==> src/source/cache_geom_pkg.sv <==
// Cache geometry package: address split, way count and request kinds.

package cache_geom_pkg;

    // ~~~~~~~~~~~~~~~~~~~~~~~~~~~~~~~~~~~~~~~~~~~~~~~~~~~~~~~~~~~~~~~~~~~~~~~~
    // Address split: tag | offset.
    // ~~~~~~~~~~~~~~~~~~~~~~~~~~~~~~~~~~~~~~~~~~~~~~~~~~~~~~~~~~~~~~~~~~~~~~~~
    localparam int ADDR_W = 20;              // Byte address.
    localparam int OFFS_W = 4;               // Byte offset in a line.
    localparam int TAG_W  = ADDR_W - OFFS_W; // Upper address bits.

    localparam int NUM_WAYS = 4;
    localparam int WAY_W    = 2;

    // Processor request kinds.
    typedef enum logic [1:0] {
        OP_RD_WORD = 2'b00,
        OP_RD_BYTE = 2'b01,
        OP_WR_WORD = 2'b10
    } op_e;

endpackage

==> src/source/mem_bus_pkg.sv <==
// Memory bus package: word and line widths of the memory-side port.

package mem_bus_pkg;

    localparam int WORD_W         = 32;
    localparam int WORDS_PER_LINE = 4;
    localparam int LINE_W         = WORD_W * WORDS_PER_LINE; // 128 bits.

endpackage

==> src/source/cache_ctrl.sv <==
// Cache controller: sequences each request through lookup, fill or write, and response.
`timescale 1ns/1ps

module cache_ctrl import cache_geom_pkg::*, mem_bus_pkg::*; (
    input  logic              clk_i,
    input  logic              rst_i,
    input  logic              start_i,
    input  op_e               op_i,
    input  logic [ADDR_W-1:0] addr_i,
    input  logic [WORD_W-1:0] wdata_i,
    input  logic              lk_hit_i,
    input  logic [WAY_W-1:0]  lk_hit_way_i,
    input  logic [WAY_W-1:0]  lk_victim_i,
    input  logic [WORD_W-1:0] st_data_i,
    input  logic              mp_done_i,
    input  logic [LINE_W-1:0] mp_line_i,
    output logic              done_o,
    output logic [WORD_W-1:0] rdata_o,
    output logic              hit_o,
    output logic              lk_lookup_o,
    output logic              lk_fill_o,
    output logic              lk_inval_o,
    output logic [WAY_W-1:0]  lk_way_o,
    output logic [TAG_W-1:0]  lk_tag_o,
    output logic              st_fill_o,
    output logic [WAY_W-1:0]  st_way_o,
    output logic [OFFS_W-1:0] st_offs_o,
    output logic [LINE_W-1:0] st_line_o,
    output logic              mp_fetch_o,
    output logic              mp_write_o,
    output logic [ADDR_W-1:0] mp_addr_o,
    output logic [WORD_W-1:0] mp_wdata_o
);

    typedef enum logic [2:0] {
        S_LOOKUP,     // Waits for start and decides hit or miss.
        S_FETCH_WAIT,
        S_INSTALL,
        S_RESPOND,
        S_WRITE_WAIT
    } cstate_e;

    cstate_e         state_q;
    logic [WAY_W-1:0] victim_q;
    logic            is_read;
    logic            decide;

    assign is_read = (op_i != OP_WR_WORD);
    assign decide  = (state_q == S_LOOKUP) && start_i;

    // ~~~~~~~~~~~~~~~~~~~~~~~~~~~~~~~~~~~~~~~~~~~~~~~~~~~~~~~~~~~~~~~~~~~~~~~~
    // Strobes and selects toward tag store, line store and memory port.
    // ~~~~~~~~~~~~~~~~~~~~~~~~~~~~~~~~~~~~~~~~~~~~~~~~~~~~~~~~~~~~~~~~~~~~~~~~
    assign lk_lookup_o = decide && is_read;             // Touches a hit way.
    assign lk_inval_o  = decide && !is_read && lk_hit_i;
    assign lk_fill_o   = (state_q == S_INSTALL);
    assign lk_way_o    = (state_q == S_INSTALL) ? victim_q : lk_hit_way_i;
    assign lk_tag_o    = addr_i[ADDR_W-1:OFFS_W];

    assign st_fill_o = (state_q == S_INSTALL);
    assign st_way_o  = (state_q == S_LOOKUP) ? lk_hit_way_i : victim_q;
    assign st_offs_o = addr_i[OFFS_W-1:0];
    assign st_line_o = mp_line_i; // Held by the memory port after the fetch.

    // Fetches are line aligned, writes carry the word address.
    assign mp_addr_o  = is_read ? {addr_i[ADDR_W-1:OFFS_W], {OFFS_W{1'b0}}} : addr_i;
    assign mp_wdata_o = wdata_i;

    always_ff @(posedge clk_i) begin
        if (rst_i) begin
            state_q    <= S_LOOKUP;
            done_o     <= 1'b0;
            mp_fetch_o <= 1'b0;
            mp_write_o <= 1'b0;
        end else begin
            done_o     <= 1'b0;
            mp_fetch_o <= 1'b0;
            mp_write_o <= 1'b0;
            case (state_q)
                S_LOOKUP: begin
                    if (decide && is_read && lk_hit_i) begin
                        done_o <= 1'b1; // Hit answers straight away.
                    end else if (decide && is_read) begin
                        mp_fetch_o <= 1'b1;
                        state_q    <= S_FETCH_WAIT;
                    end else if (decide) begin
                        mp_write_o <= 1'b1;
                        state_q    <= S_WRITE_WAIT;
                    end
                end
                S_FETCH_WAIT: begin
                    if (mp_done_i) begin
                        state_q <= S_INSTALL;
                    end
                end
                S_INSTALL: begin
                    state_q <= S_RESPOND;
                end
                S_RESPOND: begin
                    done_o  <= 1'b1;
                    state_q <= S_LOOKUP;
                end
                default: begin
                    if (mp_done_i) begin
                        done_o  <= 1'b1; // Write reached memory.
                        state_q <= S_LOOKUP;
                    end
                end
            endcase
        end
    end

    // Response payload and the chosen victim.
    always_ff @(posedge clk_i) begin
        if (decide) begin
            hit_o    <= lk_hit_i;
            victim_q <= lk_victim_i;
        end
        if (decide || state_q == S_RESPOND) begin
            rdata_o <= st_data_i;
        end
    end

endmodule

==> src/source/cache_top.sv <==
// Cache top level: connects the processor port, controller, tag and line stores, memory port.
`timescale 1ns/1ps

module cache_top import cache_geom_pkg::*, mem_bus_pkg::*; (
    input  logic              clk_i,
    input  logic              rst_i,
    input  logic              req_i,
    input  op_e               op_i,
    input  logic [ADDR_W-1:0] addr_i,
    input  logic [WORD_W-1:0] wdata_i,
    output logic              ack_o,
    output logic [WORD_W-1:0] rdata_o,
    output logic              hit_o,
    output logic              unalign_o,
    output logic              mem_req_o,
    output logic              mem_we_o,
    output logic [ADDR_W-1:0] mem_addr_o,
    output logic [WORD_W-1:0] mem_wdata_o,
    input  logic              mem_ack_i,
    input  logic [LINE_W-1:0] mem_line_i
);

    // ~~~~~~~~~~~~~~~~~~~~~~~~~~~~~~~~~~~~~~~~~~~~~~~~~~~~~~~~~~~~~~~~~~~~~~~~
    // Internal nets.
    // ~~~~~~~~~~~~~~~~~~~~~~~~~~~~~~~~~~~~~~~~~~~~~~~~~~~~~~~~~~~~~~~~~~~~~~~~
    logic              cp_start;
    op_e               cp_op;
    logic [ADDR_W-1:0] cp_addr;
    logic [WORD_W-1:0] cp_wdata;

    logic              ctl_done;
    logic [WORD_W-1:0] ctl_rdata;
    logic              ctl_hit;

    logic              lk_lookup;
    logic              lk_fill;
    logic              lk_inval;
    logic [WAY_W-1:0]  lk_way;
    logic [TAG_W-1:0]  lk_tag;
    logic              lk_hit;
    logic [WAY_W-1:0]  lk_hit_way;
    logic [WAY_W-1:0]  lk_victim;

    logic              st_fill;
    logic [WAY_W-1:0]  st_way;
    logic [OFFS_W-1:0] st_offs;
    logic [LINE_W-1:0] st_line;
    logic [WORD_W-1:0] st_data;

    logic              mp_fetch;
    logic              mp_write;
    logic [ADDR_W-1:0] mp_addr;
    logic [WORD_W-1:0] mp_wdata;
    logic              mp_done;
    logic [LINE_W-1:0] mp_line;

    cpu_port u_cpu_port (
        .clk_i      (clk_i),
        .rst_i      (rst_i),
        .req_i      (req_i),
        .op_i       (op_i),
        .addr_i     (addr_i),
        .wdata_i    (wdata_i),
        .done_i     (ctl_done),
        .rdata_i    (ctl_rdata),
        .hit_i      (ctl_hit),
        .ack_o      (ack_o),
        .rdata_o    (rdata_o),
        .hit_o      (hit_o),
        .unalign_o  (unalign_o),
        .start_o    (cp_start),
        .op_o       (cp_op),
        .addr_o     (cp_addr),
        .wdata_o    (cp_wdata),
        .misalign_o ()          // Same flag as unalign_o.
    );

    cache_ctrl u_cache_ctrl (
        .clk_i        (clk_i),
        .rst_i        (rst_i),
        .start_i      (cp_start),
        .op_i         (cp_op),
        .addr_i       (cp_addr),
        .wdata_i      (cp_wdata),
        .lk_hit_i     (lk_hit),
        .lk_hit_way_i (lk_hit_way),
        .lk_victim_i  (lk_victim),
        .st_data_i    (st_data),
        .mp_done_i    (mp_done),
        .mp_line_i    (mp_line),
        .done_o       (ctl_done),
        .rdata_o      (ctl_rdata),
        .hit_o        (ctl_hit),
        .lk_lookup_o  (lk_lookup),
        .lk_fill_o    (lk_fill),
        .lk_inval_o   (lk_inval),
        .lk_way_o     (lk_way),
        .lk_tag_o     (lk_tag),
        .st_fill_o    (st_fill),
        .st_way_o     (st_way),
        .st_offs_o    (st_offs),
        .st_line_o    (st_line),
        .mp_fetch_o   (mp_fetch),
        .mp_write_o   (mp_write),
        .mp_addr_o    (mp_addr),
        .mp_wdata_o   (mp_wdata)
    );

    tag_lookup u_tag_lookup (
        .clk_i     (clk_i),
        .rst_i     (rst_i),
        .addr_i    (cp_addr),
        .lookup_i  (lk_lookup),
        .fill_i    (lk_fill),
        .inval_i   (lk_inval),
        .way_i     (lk_way),
        .tag_i     (lk_tag),
        .hit_o     (lk_hit),
        .hit_way_o (lk_hit_way),
        .victim_o  (lk_victim)
    );

    line_store u_line_store (
        .clk_i  (clk_i),
        .fill_i (st_fill),
        .way_i  (st_way),
        .offs_i (st_offs),
        .byte_i (cp_op == OP_RD_BYTE),
        .line_i (st_line),
        .data_o (st_data)
    );

    mem_port u_mem_port (
        .clk_i       (clk_i),
        .rst_i       (rst_i),
        .fetch_i     (mp_fetch),
        .write_i     (mp_write),
        .addr_i      (mp_addr),
        .wdata_i     (mp_wdata),
        .mem_ack_i   (mem_ack_i),
        .mem_line_i  (mem_line_i),
        .done_o      (mp_done),
        .line_o      (mp_line),
        .mem_req_o   (mem_req_o),
        .mem_we_o    (mem_we_o),
        .mem_addr_o  (mem_addr_o),
        .mem_wdata_o (mem_wdata_o)
    );

endmodule

==> src/source/cpu_port.sv <==
// Processor port: four-phase slave that latches requests and checks alignment.
`timescale 1ns/1ps

module cpu_port import cache_geom_pkg::*, mem_bus_pkg::*; (
    input  logic              clk_i,
    input  logic              rst_i,
    input  logic              req_i,
    input  op_e               op_i,
    input  logic [ADDR_W-1:0] addr_i,
    input  logic [WORD_W-1:0] wdata_i,
    input  logic              done_i,
    input  logic [WORD_W-1:0] rdata_i,
    input  logic              hit_i,
    output logic              ack_o,
    output logic [WORD_W-1:0] rdata_o,
    output logic              hit_o,
    output logic              unalign_o,
    output logic              start_o,
    output op_e               op_o,
    output logic [ADDR_W-1:0] addr_o,
    output logic [WORD_W-1:0] wdata_o,
    output logic              misalign_o
);

    typedef enum logic [1:0] {P_IDLE, P_BUSY, P_ACK} pstate_e;

    pstate_e state_q;
    logic    misalign_q;
    logic    misalign_in;

    // Word accesses must sit on a 4-byte boundary.
    assign misalign_in = (op_i != OP_RD_BYTE) && (addr_i[1:0] != 2'b00);

    always_ff @(posedge clk_i) begin
        if (rst_i) begin
            state_q <= P_IDLE;
            start_o <= 1'b0;
        end else begin
            start_o <= 1'b0;
            case (state_q)
                P_IDLE: begin
                    if (req_i) begin
                        start_o <= ~misalign_in; // Bad alignment never starts.
                        state_q <= P_BUSY;
                    end
                end
                P_BUSY: begin
                    if (misalign_q || done_i) begin
                        state_q <= P_ACK;
                    end
                end
                default: begin
                    if (!req_i) begin
                        state_q <= P_IDLE; // Processor released the request.
                    end
                end
            endcase
        end
    end

    // Request fields and response, held for the whole handshake.
    always_ff @(posedge clk_i) begin
        if (state_q == P_IDLE && req_i) begin
            op_o       <= op_i;
            addr_o     <= addr_i;
            wdata_o    <= wdata_i;
            misalign_q <= misalign_in;
        end
        if (state_q == P_BUSY) begin
            rdata_o <= misalign_q ? '0 : rdata_i;
            hit_o   <= misalign_q ? 1'b0 : hit_i;
        end
    end

    assign ack_o      = (state_q == P_ACK);
    assign unalign_o  = misalign_q;
    assign misalign_o = misalign_q;

endmodule

==> src/source/line_store.sv <==
// Line store: four cache lines with line fill and word or byte read.
`timescale 1ns/1ps

module line_store import cache_geom_pkg::*, mem_bus_pkg::*; (
    input  logic              clk_i,
    input  logic              fill_i,
    input  logic [WAY_W-1:0]  way_i,
    input  logic [OFFS_W-1:0] offs_i,
    input  logic              byte_i,
    input  logic [LINE_W-1:0] line_i,
    output logic [WORD_W-1:0] data_o
);

    logic [LINE_W-1:0] lines_q [NUM_WAYS];
    logic [LINE_W-1:0] line_sel;
    logic [WORD_W-1:0] word_sel;
    logic [7:0]        byte_sel;

    always_ff @(posedge clk_i) begin
        if (fill_i) begin
            lines_q[way_i] <= line_i;
        end
    end

    // Byte 0 of the line sits in the low bits.
    assign line_sel = lines_q[way_i];
    assign word_sel = line_sel[offs_i[OFFS_W-1:2] * WORD_W +: WORD_W];
    assign byte_sel = line_sel[offs_i * 8 +: 8];
    assign data_o   = byte_i ? {{(WORD_W - 8){1'b0}}, byte_sel} : word_sel;

endmodule

==> src/source/mem_port.sv <==
// Memory port: four-phase master for line fetches and word writes.
`timescale 1ns/1ps

module mem_port import cache_geom_pkg::*, mem_bus_pkg::*; (
    input  logic              clk_i,
    input  logic              rst_i,
    input  logic              fetch_i,
    input  logic              write_i,
    input  logic [ADDR_W-1:0] addr_i,
    input  logic [WORD_W-1:0] wdata_i,
    input  logic              mem_ack_i,
    input  logic [LINE_W-1:0] mem_line_i,
    output logic              done_o,
    output logic [LINE_W-1:0] line_o,
    output logic              mem_req_o,
    output logic              mem_we_o,
    output logic [ADDR_W-1:0] mem_addr_o,
    output logic [WORD_W-1:0] mem_wdata_o
);

    typedef enum logic [1:0] {M_IDLE, M_REQ, M_RELEASE} mstate_e;

    mstate_e state_q;
    logic    launch;

    assign launch    = (state_q == M_IDLE) && (fetch_i || write_i);
    assign mem_req_o = (state_q == M_REQ);

    always_ff @(posedge clk_i) begin
        if (rst_i) begin
            state_q  <= M_IDLE;
            mem_we_o <= 1'b0;
            done_o   <= 1'b0;
        end else begin
            done_o <= 1'b0;
            case (state_q)
                M_IDLE: begin
                    if (launch) begin
                        mem_we_o <= write_i;
                        state_q  <= M_REQ;
                    end
                end
                M_REQ: begin
                    if (mem_ack_i) begin
                        state_q <= M_RELEASE; // Drop the request.
                    end
                end
                default: begin
                    if (!mem_ack_i) begin
                        mem_we_o <= 1'b0;
                        done_o   <= 1'b1;     // Handshake closed.
                        state_q  <= M_IDLE;
                    end
                end
            endcase
        end
    end

    always_ff @(posedge clk_i) begin
        if (launch) begin
            mem_addr_o  <= addr_i;
            mem_wdata_o <= wdata_i;
        end
        if (state_q == M_REQ && mem_ack_i) begin
            line_o <= mem_line_i; // Line is valid with the ack.
        end
    end

endmodule

==> src/source/tag_lookup.sv <==
// Tag lookup: tag store, valid bits and age matrix with hit and victim selection.
`timescale 1ns/1ps

module tag_lookup import cache_geom_pkg::*; (
    input  logic              clk_i,
    input  logic              rst_i,
    input  logic [ADDR_W-1:0] addr_i,
    input  logic              lookup_i,
    input  logic              fill_i,
    input  logic              inval_i,
    input  logic [WAY_W-1:0]  way_i,
    input  logic [TAG_W-1:0]  tag_i,
    output logic              hit_o,
    output logic [WAY_W-1:0]  hit_way_o,
    output logic [WAY_W-1:0]  victim_o
);

    logic [TAG_W-1:0]    tags_q [NUM_WAYS];
    logic [NUM_WAYS-1:0] valid_q;
    logic [NUM_WAYS-1:0] hit_vec;

    // age_q[x][y] set: way x is older than way y.
    // A row of all ones marks the oldest way.
    logic [NUM_WAYS-1:0] age_q [NUM_WAYS];

    logic                touch;
    logic [WAY_W-1:0]    touch_way;
    logic [WAY_W-1:0]    free_way;
    logic [WAY_W-1:0]    oldest_way;

    // ~~~~~~~~~~~~~~~~~~~~~~~~~~~~~~~~~~~~~~~~~~~~~~~~~~~~~~~~~~~~~~~~~~~~~~~~
    // Compare and select. Lowest index wins.
    // ~~~~~~~~~~~~~~~~~~~~~~~~~~~~~~~~~~~~~~~~~~~~~~~~~~~~~~~~~~~~~~~~~~~~~~~~
    always_comb begin
        hit_way_o  = '0;
        free_way   = '0;
        oldest_way = '0;
        for (int i = NUM_WAYS - 1; i >= 0; i--) begin
            hit_vec[i] = valid_q[i] && (tags_q[i] == addr_i[ADDR_W-1:OFFS_W]);
            if (hit_vec[i]) begin
                hit_way_o = WAY_W'(i);
            end
            if (!valid_q[i]) begin
                free_way = WAY_W'(i);
            end
            if (&age_q[i]) begin
                oldest_way = WAY_W'(i);
            end
        end
    end

    assign hit_o    = |hit_vec;
    assign victim_o = (&valid_q) ? oldest_way : free_way;

    // Fill or read hit makes a way most recent.
    assign touch     = fill_i || (lookup_i && hit_o);
    assign touch_way = fill_i ? way_i : hit_way_o;

    always_ff @(posedge clk_i) begin
        if (rst_i) begin
            valid_q <= '0;
            for (int r = 0; r < NUM_WAYS; r++) begin
                age_q[r] <= '0;
            end
        end else begin
            if (fill_i) begin
                valid_q[way_i] <= 1'b1;
            end else if (inval_i) begin
                valid_q[way_i] <= 1'b0;
            end
            for (int n = 0; n < NUM_WAYS; n++) begin
                if (touch) begin
                    age_q[touch_way][n] <= 1'b0; // Younger than all.
                    age_q[n][touch_way] <= 1'b1;
                end else if (inval_i) begin
                    age_q[n][way_i] <= 1'b0;     // Older than all.
                    age_q[way_i][n] <= 1'b1;
                end
            end
        end
    end

    always_ff @(posedge clk_i) begin
        if (fill_i) begin
            tags_q[way_i] <= tag_i;
        end
    end

endmodule

==> config.mk <==
export PLATFORM = sky130hd
export DESIGN_NAME = cache_top
export DESIGN_NICKNAME = d
export VERILOG_FILES = /design/src/source/cache_geom_pkg.sv /design/src/source/mem_bus_pkg.sv /design/src/source/cache_ctrl.sv /design/src/source/cache_top.sv /design/src/source/cpu_port.sv /design/src/source/line_store.sv /design/src/source/mem_port.sv /design/src/source/tag_lookup.sv
export SDC_FILE = /design/constraint.sdc
export NUM_CORES = 1
export LEC_CHECK = 0
export BUFFER_PORTS_ARGS = -buffer_cell sky130_fd_sc_hd__buf_2
export CAP_MARGIN = 30
export CORE_UTILIZATION = 25
export DETAILED_ROUTE_END_ITERATION = 10
export PLACE_DENSITY = 0.46
export SYNTH_ARGS = -nofsm -noshare
export SYNTH_HDL_FRONTEND = slang
export SYNTH_HIERARCHICAL = 1
export SYNTH_SLANG_ARGS = --single-unit
==> constraint.sdc <==
create_clock -name clk_i -period 40.4 [get_ports clk_i]
set_input_delay 4.04 -clock clk_i [delete_from_list [all_inputs] [get_ports clk_i]]
set_output_delay 4.04 -clock clk_i [all_outputs]
set_load 0.02 [all_outputs]
==> impl_metrics.json <==
{
  "wl_per_cell_um": 23.5,
  "grt_setup_unrepaired": "false",
  "fin_crit_sh": 0.158,
  "fmax_mhz": 157,
  "coreArea_mm2": 0.150,
  "grt_resource_usage_total": 0.130,
  "timing.reg2reg.worst_path_depth": 14,
  "critical_path.max_fanout": 58,
  "antenna_violations_before_repair": 19,
  "design_power_total_mw": 2.08,
  "worst-slew-pin-transition_ns": 0.985,
  "layout-drive-gt1-share": 0.320,
  "worst_slew_margin_rel": 0.343,
  "postCtsSetupBuffers": 0,
  "finalSetupViolations": 0,
  "cts-htree-levels": 3,
  "synthesis.nets": 2173,
  "synth.largest_area_cell": "sky130_fd_sc_hd__edfxtp_1",
  "hold_violations": 0,
  "final_cell_mix": "895 x sky130_fd_sc_hd__edfxtp_1, 274 x sky130_fd_sc_hd__buf_2, 202 x sky130_fd_sc_hd__mux4_2",
  "final_cell_count_no_fill": 4224,
  "tns_ns": 0,
  "yosys-top-cells-area": "sky130_fd_sc_hd__edfxtp_1 71%, sky130_fd_sc_hd__mux4_2 12%, sky130_fd_sc_hd__buf_4 4.2%, sky130_fd_sc_hd__mux2i_1 1.4%, sky130_fd_sc_hd__xnor2_1 0.95%",
  "cts.root.buffer_cell": "sky130_fd_sc_hd__clkbuf_16",
  "postLayoutCoreUtil": 0.291,
  "grt_pass1_wl_mm": 143,
  "cts_resized": 0,
  "worst-endpoint-required_ns": 40.85,
  "vias": 18600,
  "critPathArrivalTime_ns": 6.83,
  "synth_cell_type_count": 78,
  "drt-total-wl_mm": 99.4,
  "first_global_vias": 19800,
  "power.ir.vdd_worst_mv": 0.0334,
  "syn2layout_area_growth_pct": 15.5,
  "pin_count_of_the_biggest_net_entering_global_routing": 129,
  "cts_max_path_buffers": 3,
  "cp-start-kind": "flip-flop",
  "hold_path_depth": 0,
  "ys_seq_elements": 912,
  "net_count_of_the_finished_layout": 2313,
  "max_cap_violations": 0,
  "placed_cells": 4036,
  "die_x_um": 390,
  "synth_async_sr_flop_share": 0,
  "status": "finished, final reports clean",
  "synthesis.area_mm2": 0.0376,
  "worstSetupEndpointType": "flip-flop",
  "first_pass_iters": 5,
  "worstSkewPairLatency_ns": 0.73,
  "critical_path_class": "reg -> reg",
  "rows": 142,
  "synth_top_area_share": 0.714,
  "initialDrtViolationCount": 1689,
  "routabilityCongestion": 0.833,
  "worst_hold_slack_ns": 0.412,
  "vias_per_cell": 4.39,
  "pin_count": 275,
  "ys_seq_area_frac": 0.723,
  "clock_sink_count": 912,
  "die_height_um": 390,
  "floorplan.initialDensity": 0.252,
  "drtAntennaViolNets": 0,
  "cts_tree": "built",
  "most_frequent_standard_cell_in_the_layout_excluding_fill_and_tap_cells": "sky130_fd_sc_hd__edfxtp_1",
  "synthesis.instances": 1987,
  "dieArea_mm2": 0.152,
  "timing_max_transition_violations_final": 0,
  "cts.clk_slew.worst_paths_ns": 0.06,
  "postSynth.topFlopCell": "sky130_fd_sc_hd__edfxtp_1",
  "overflow": 0,
  "power.static_leakage_nw": 13.8,
  "synth_edf_count": 895,
  "cts_hold_buffers": 0,
  "power.density_mw_per_mm2": 47.8,
  "yosysWarnings": 6,
  "avgSynthCellArea_um2": 18.9,
  "dp_hpwl_mm": 64.8,
  "post-route-drc-count": 0,
  "skew_ns": 0.0643,
  "tritoncts.num_buffers": 103,
  "final_period_minus_worst_setup_slack_ns": 6.38,
  "port-buffer-count": 274,
  "worstHoldPathType": "reg -> reg"
}
area by class of cell:
class                   instances  area [um^2]
fillers                     14900       106000
inverters                      18         67.6
repair buffers                316         1810
clock inverters                61          701
well taps                    2016         2520
multi-input cells             776         8520
clock buffers                 122         2650
flip-flops and latches        912        27200
diodes                          3         7.51
synth_stat cells (7+ instances only):
cell                       instances
sky130_fd_sc_hd__xnor2_1          41
sky130_fd_sc_hd__nor2b_1          43
sky130_fd_sc_hd__buf_1            11
sky130_fd_sc_hd__buf_2            18
sky130_fd_sc_hd__dfxtp_1          17
sky130_fd_sc_hd__clkbuf_1         34
sky130_fd_sc_hd__mux2_2           13
sky130_fd_sc_hd__nor3_1            8
sky130_fd_sc_hd__nor2_1           45
sky130_fd_sc_hd__mux2i_1          54
sky130_fd_sc_hd__o211ai_1          7
sky130_fd_sc_hd__or4_1             8
sky130_fd_sc_hd__nand3b_1          7
sky130_fd_sc_hd__nand4_1          15
sky130_fd_sc_hd__mux4_2          202
sky130_fd_sc_hd__nand2b_1          8
sky130_fd_sc_hd__a221oi_1          8
sky130_fd_sc_hd__nand3_1          22
sky130_fd_sc_hd__and2_1           31
sky130_fd_sc_hd__edfxtp_1        895
sky130_fd_sc_hd__o21ai_0          21
sky130_fd_sc_hd__inv_1            17
sky130_fd_sc_hd__a21oi_1          30
sky130_fd_sc_hd__nand2_1          79
sky130_fd_sc_hd__buf_4           211
sky130_fd_sc_hd__a31oi_1           7
sky130_fd_sc_hd__xor2_1           24
worst paths after layout:
path	end	slack, ns	from
setup / recovery	u_cache_ctrl/rdata_o[0]	34.02	u_cpu_port/addr_o[6]
hold / removal	u_mem_port/mem_wdata_o[31]	0.41	u_cpu_port/wdata_o[31]
setup reg to reg	u_cache_ctrl/rdata_o[0]	34.02	u_cpu_port/addr_o[6]
hold reg to reg	u_mem_port/mem_wdata_o[31]	0.41	u_cpu_port/wdata_o[31]
stage by stage:
stage / setup slack (ns) / area [um^2]
global placement: 33.71 / 39900
global route: 33.49 / 43500
finish: 34.02 / 43500
floorplan: 27.26 / 37600
detailed placement: 33.88 / 40100
CTS: 33.89 / 43400
cell families (layout without fill, tap and decap cells):
| family | after synthesis | in the layout | synth area share |
|---|---|---|---|
| xor+xnor | 65 | 65 | 0.0151 |
| other cells | 0 | 3 | 0 |
| mux | 269 | 269 | 0.139 |
| buf+inv | 299 | 517 | 0.0529 |
| compound gates | 135 | 135 | 0.0249 |
| flops | 912 | 912 | 0.723 |
| simple gates | 307 | 307 | 0.0451 |
sequential cells by signal, summed over array words and instances (netlist names), 2 cells and up, named ones only:
signal,flops
u_cache_ctrl/rdata_o,32
u_cache_ctrl/state_q,3
u_cache_ctrl/victim_q,2
u_cpu_port/addr_o,20
u_cpu_port/op_o,2
u_cpu_port/rdata_o,32
u_cpu_port/state_q,2
u_cpu_port/wdata_o,32
u_line_store/lines_q,512
u_mem_port/line_o,128
u_mem_port/mem_addr_o,20
u_mem_port/mem_wdata_o,32
u_mem_port/state_q,2
u_tag_lookup/age_q,16
u_tag_lookup/tags_q,64
critical path: stages, from the launching register on:
cell                       delay [ns]
sky130_fd_sc_hd__edfxtp_1        0.54
sky130_fd_sc_hd__xor2_1          0.24
sky130_fd_sc_hd__or4_1           0.53
sky130_fd_sc_hd__nor4_1          0.57
sky130_fd_sc_hd__and2_1          0.30
sky130_fd_sc_hd__o21a_1          0.19
sky130_fd_sc_hd__mux2_8          0.60
sky130_fd_sc_hd__buf_4           0.70
sky130_fd_sc_hd__buf_4           0.42
sky130_fd_sc_hd__buf_16          0.31
sky130_fd_sc_hd__mux4_2          0.60
sky130_fd_sc_hd__mux4_2          0.49
sky130_fd_sc_hd__and2_0          0.16
sky130_fd_sc_hd__a221oi_1        0.23
sky130_fd_sc_hd__o21ai_1         0.11
metal layers:
metal	vias to the layer above	track usage	share of wire
li1	8019	-	-
met1	9764	0.174	0.43
met2	615	0.210	0.47
met3	148	0.0305	0.068
met4	6	0.0385	0.025
met5	-	0	0.00034
report_power, final:
part	leakage [nW]	switching, mW	internal, mW	total [mW]
Sequential	8.26	0.00817	1.04	1.05
Combinational	3.95	0.0554	0.0380	0.0934
Clock	1.62	0.387	0.545	0.932
Total	13.8	0.451	1.63	2.08
(Power assumes the default switching activity.)
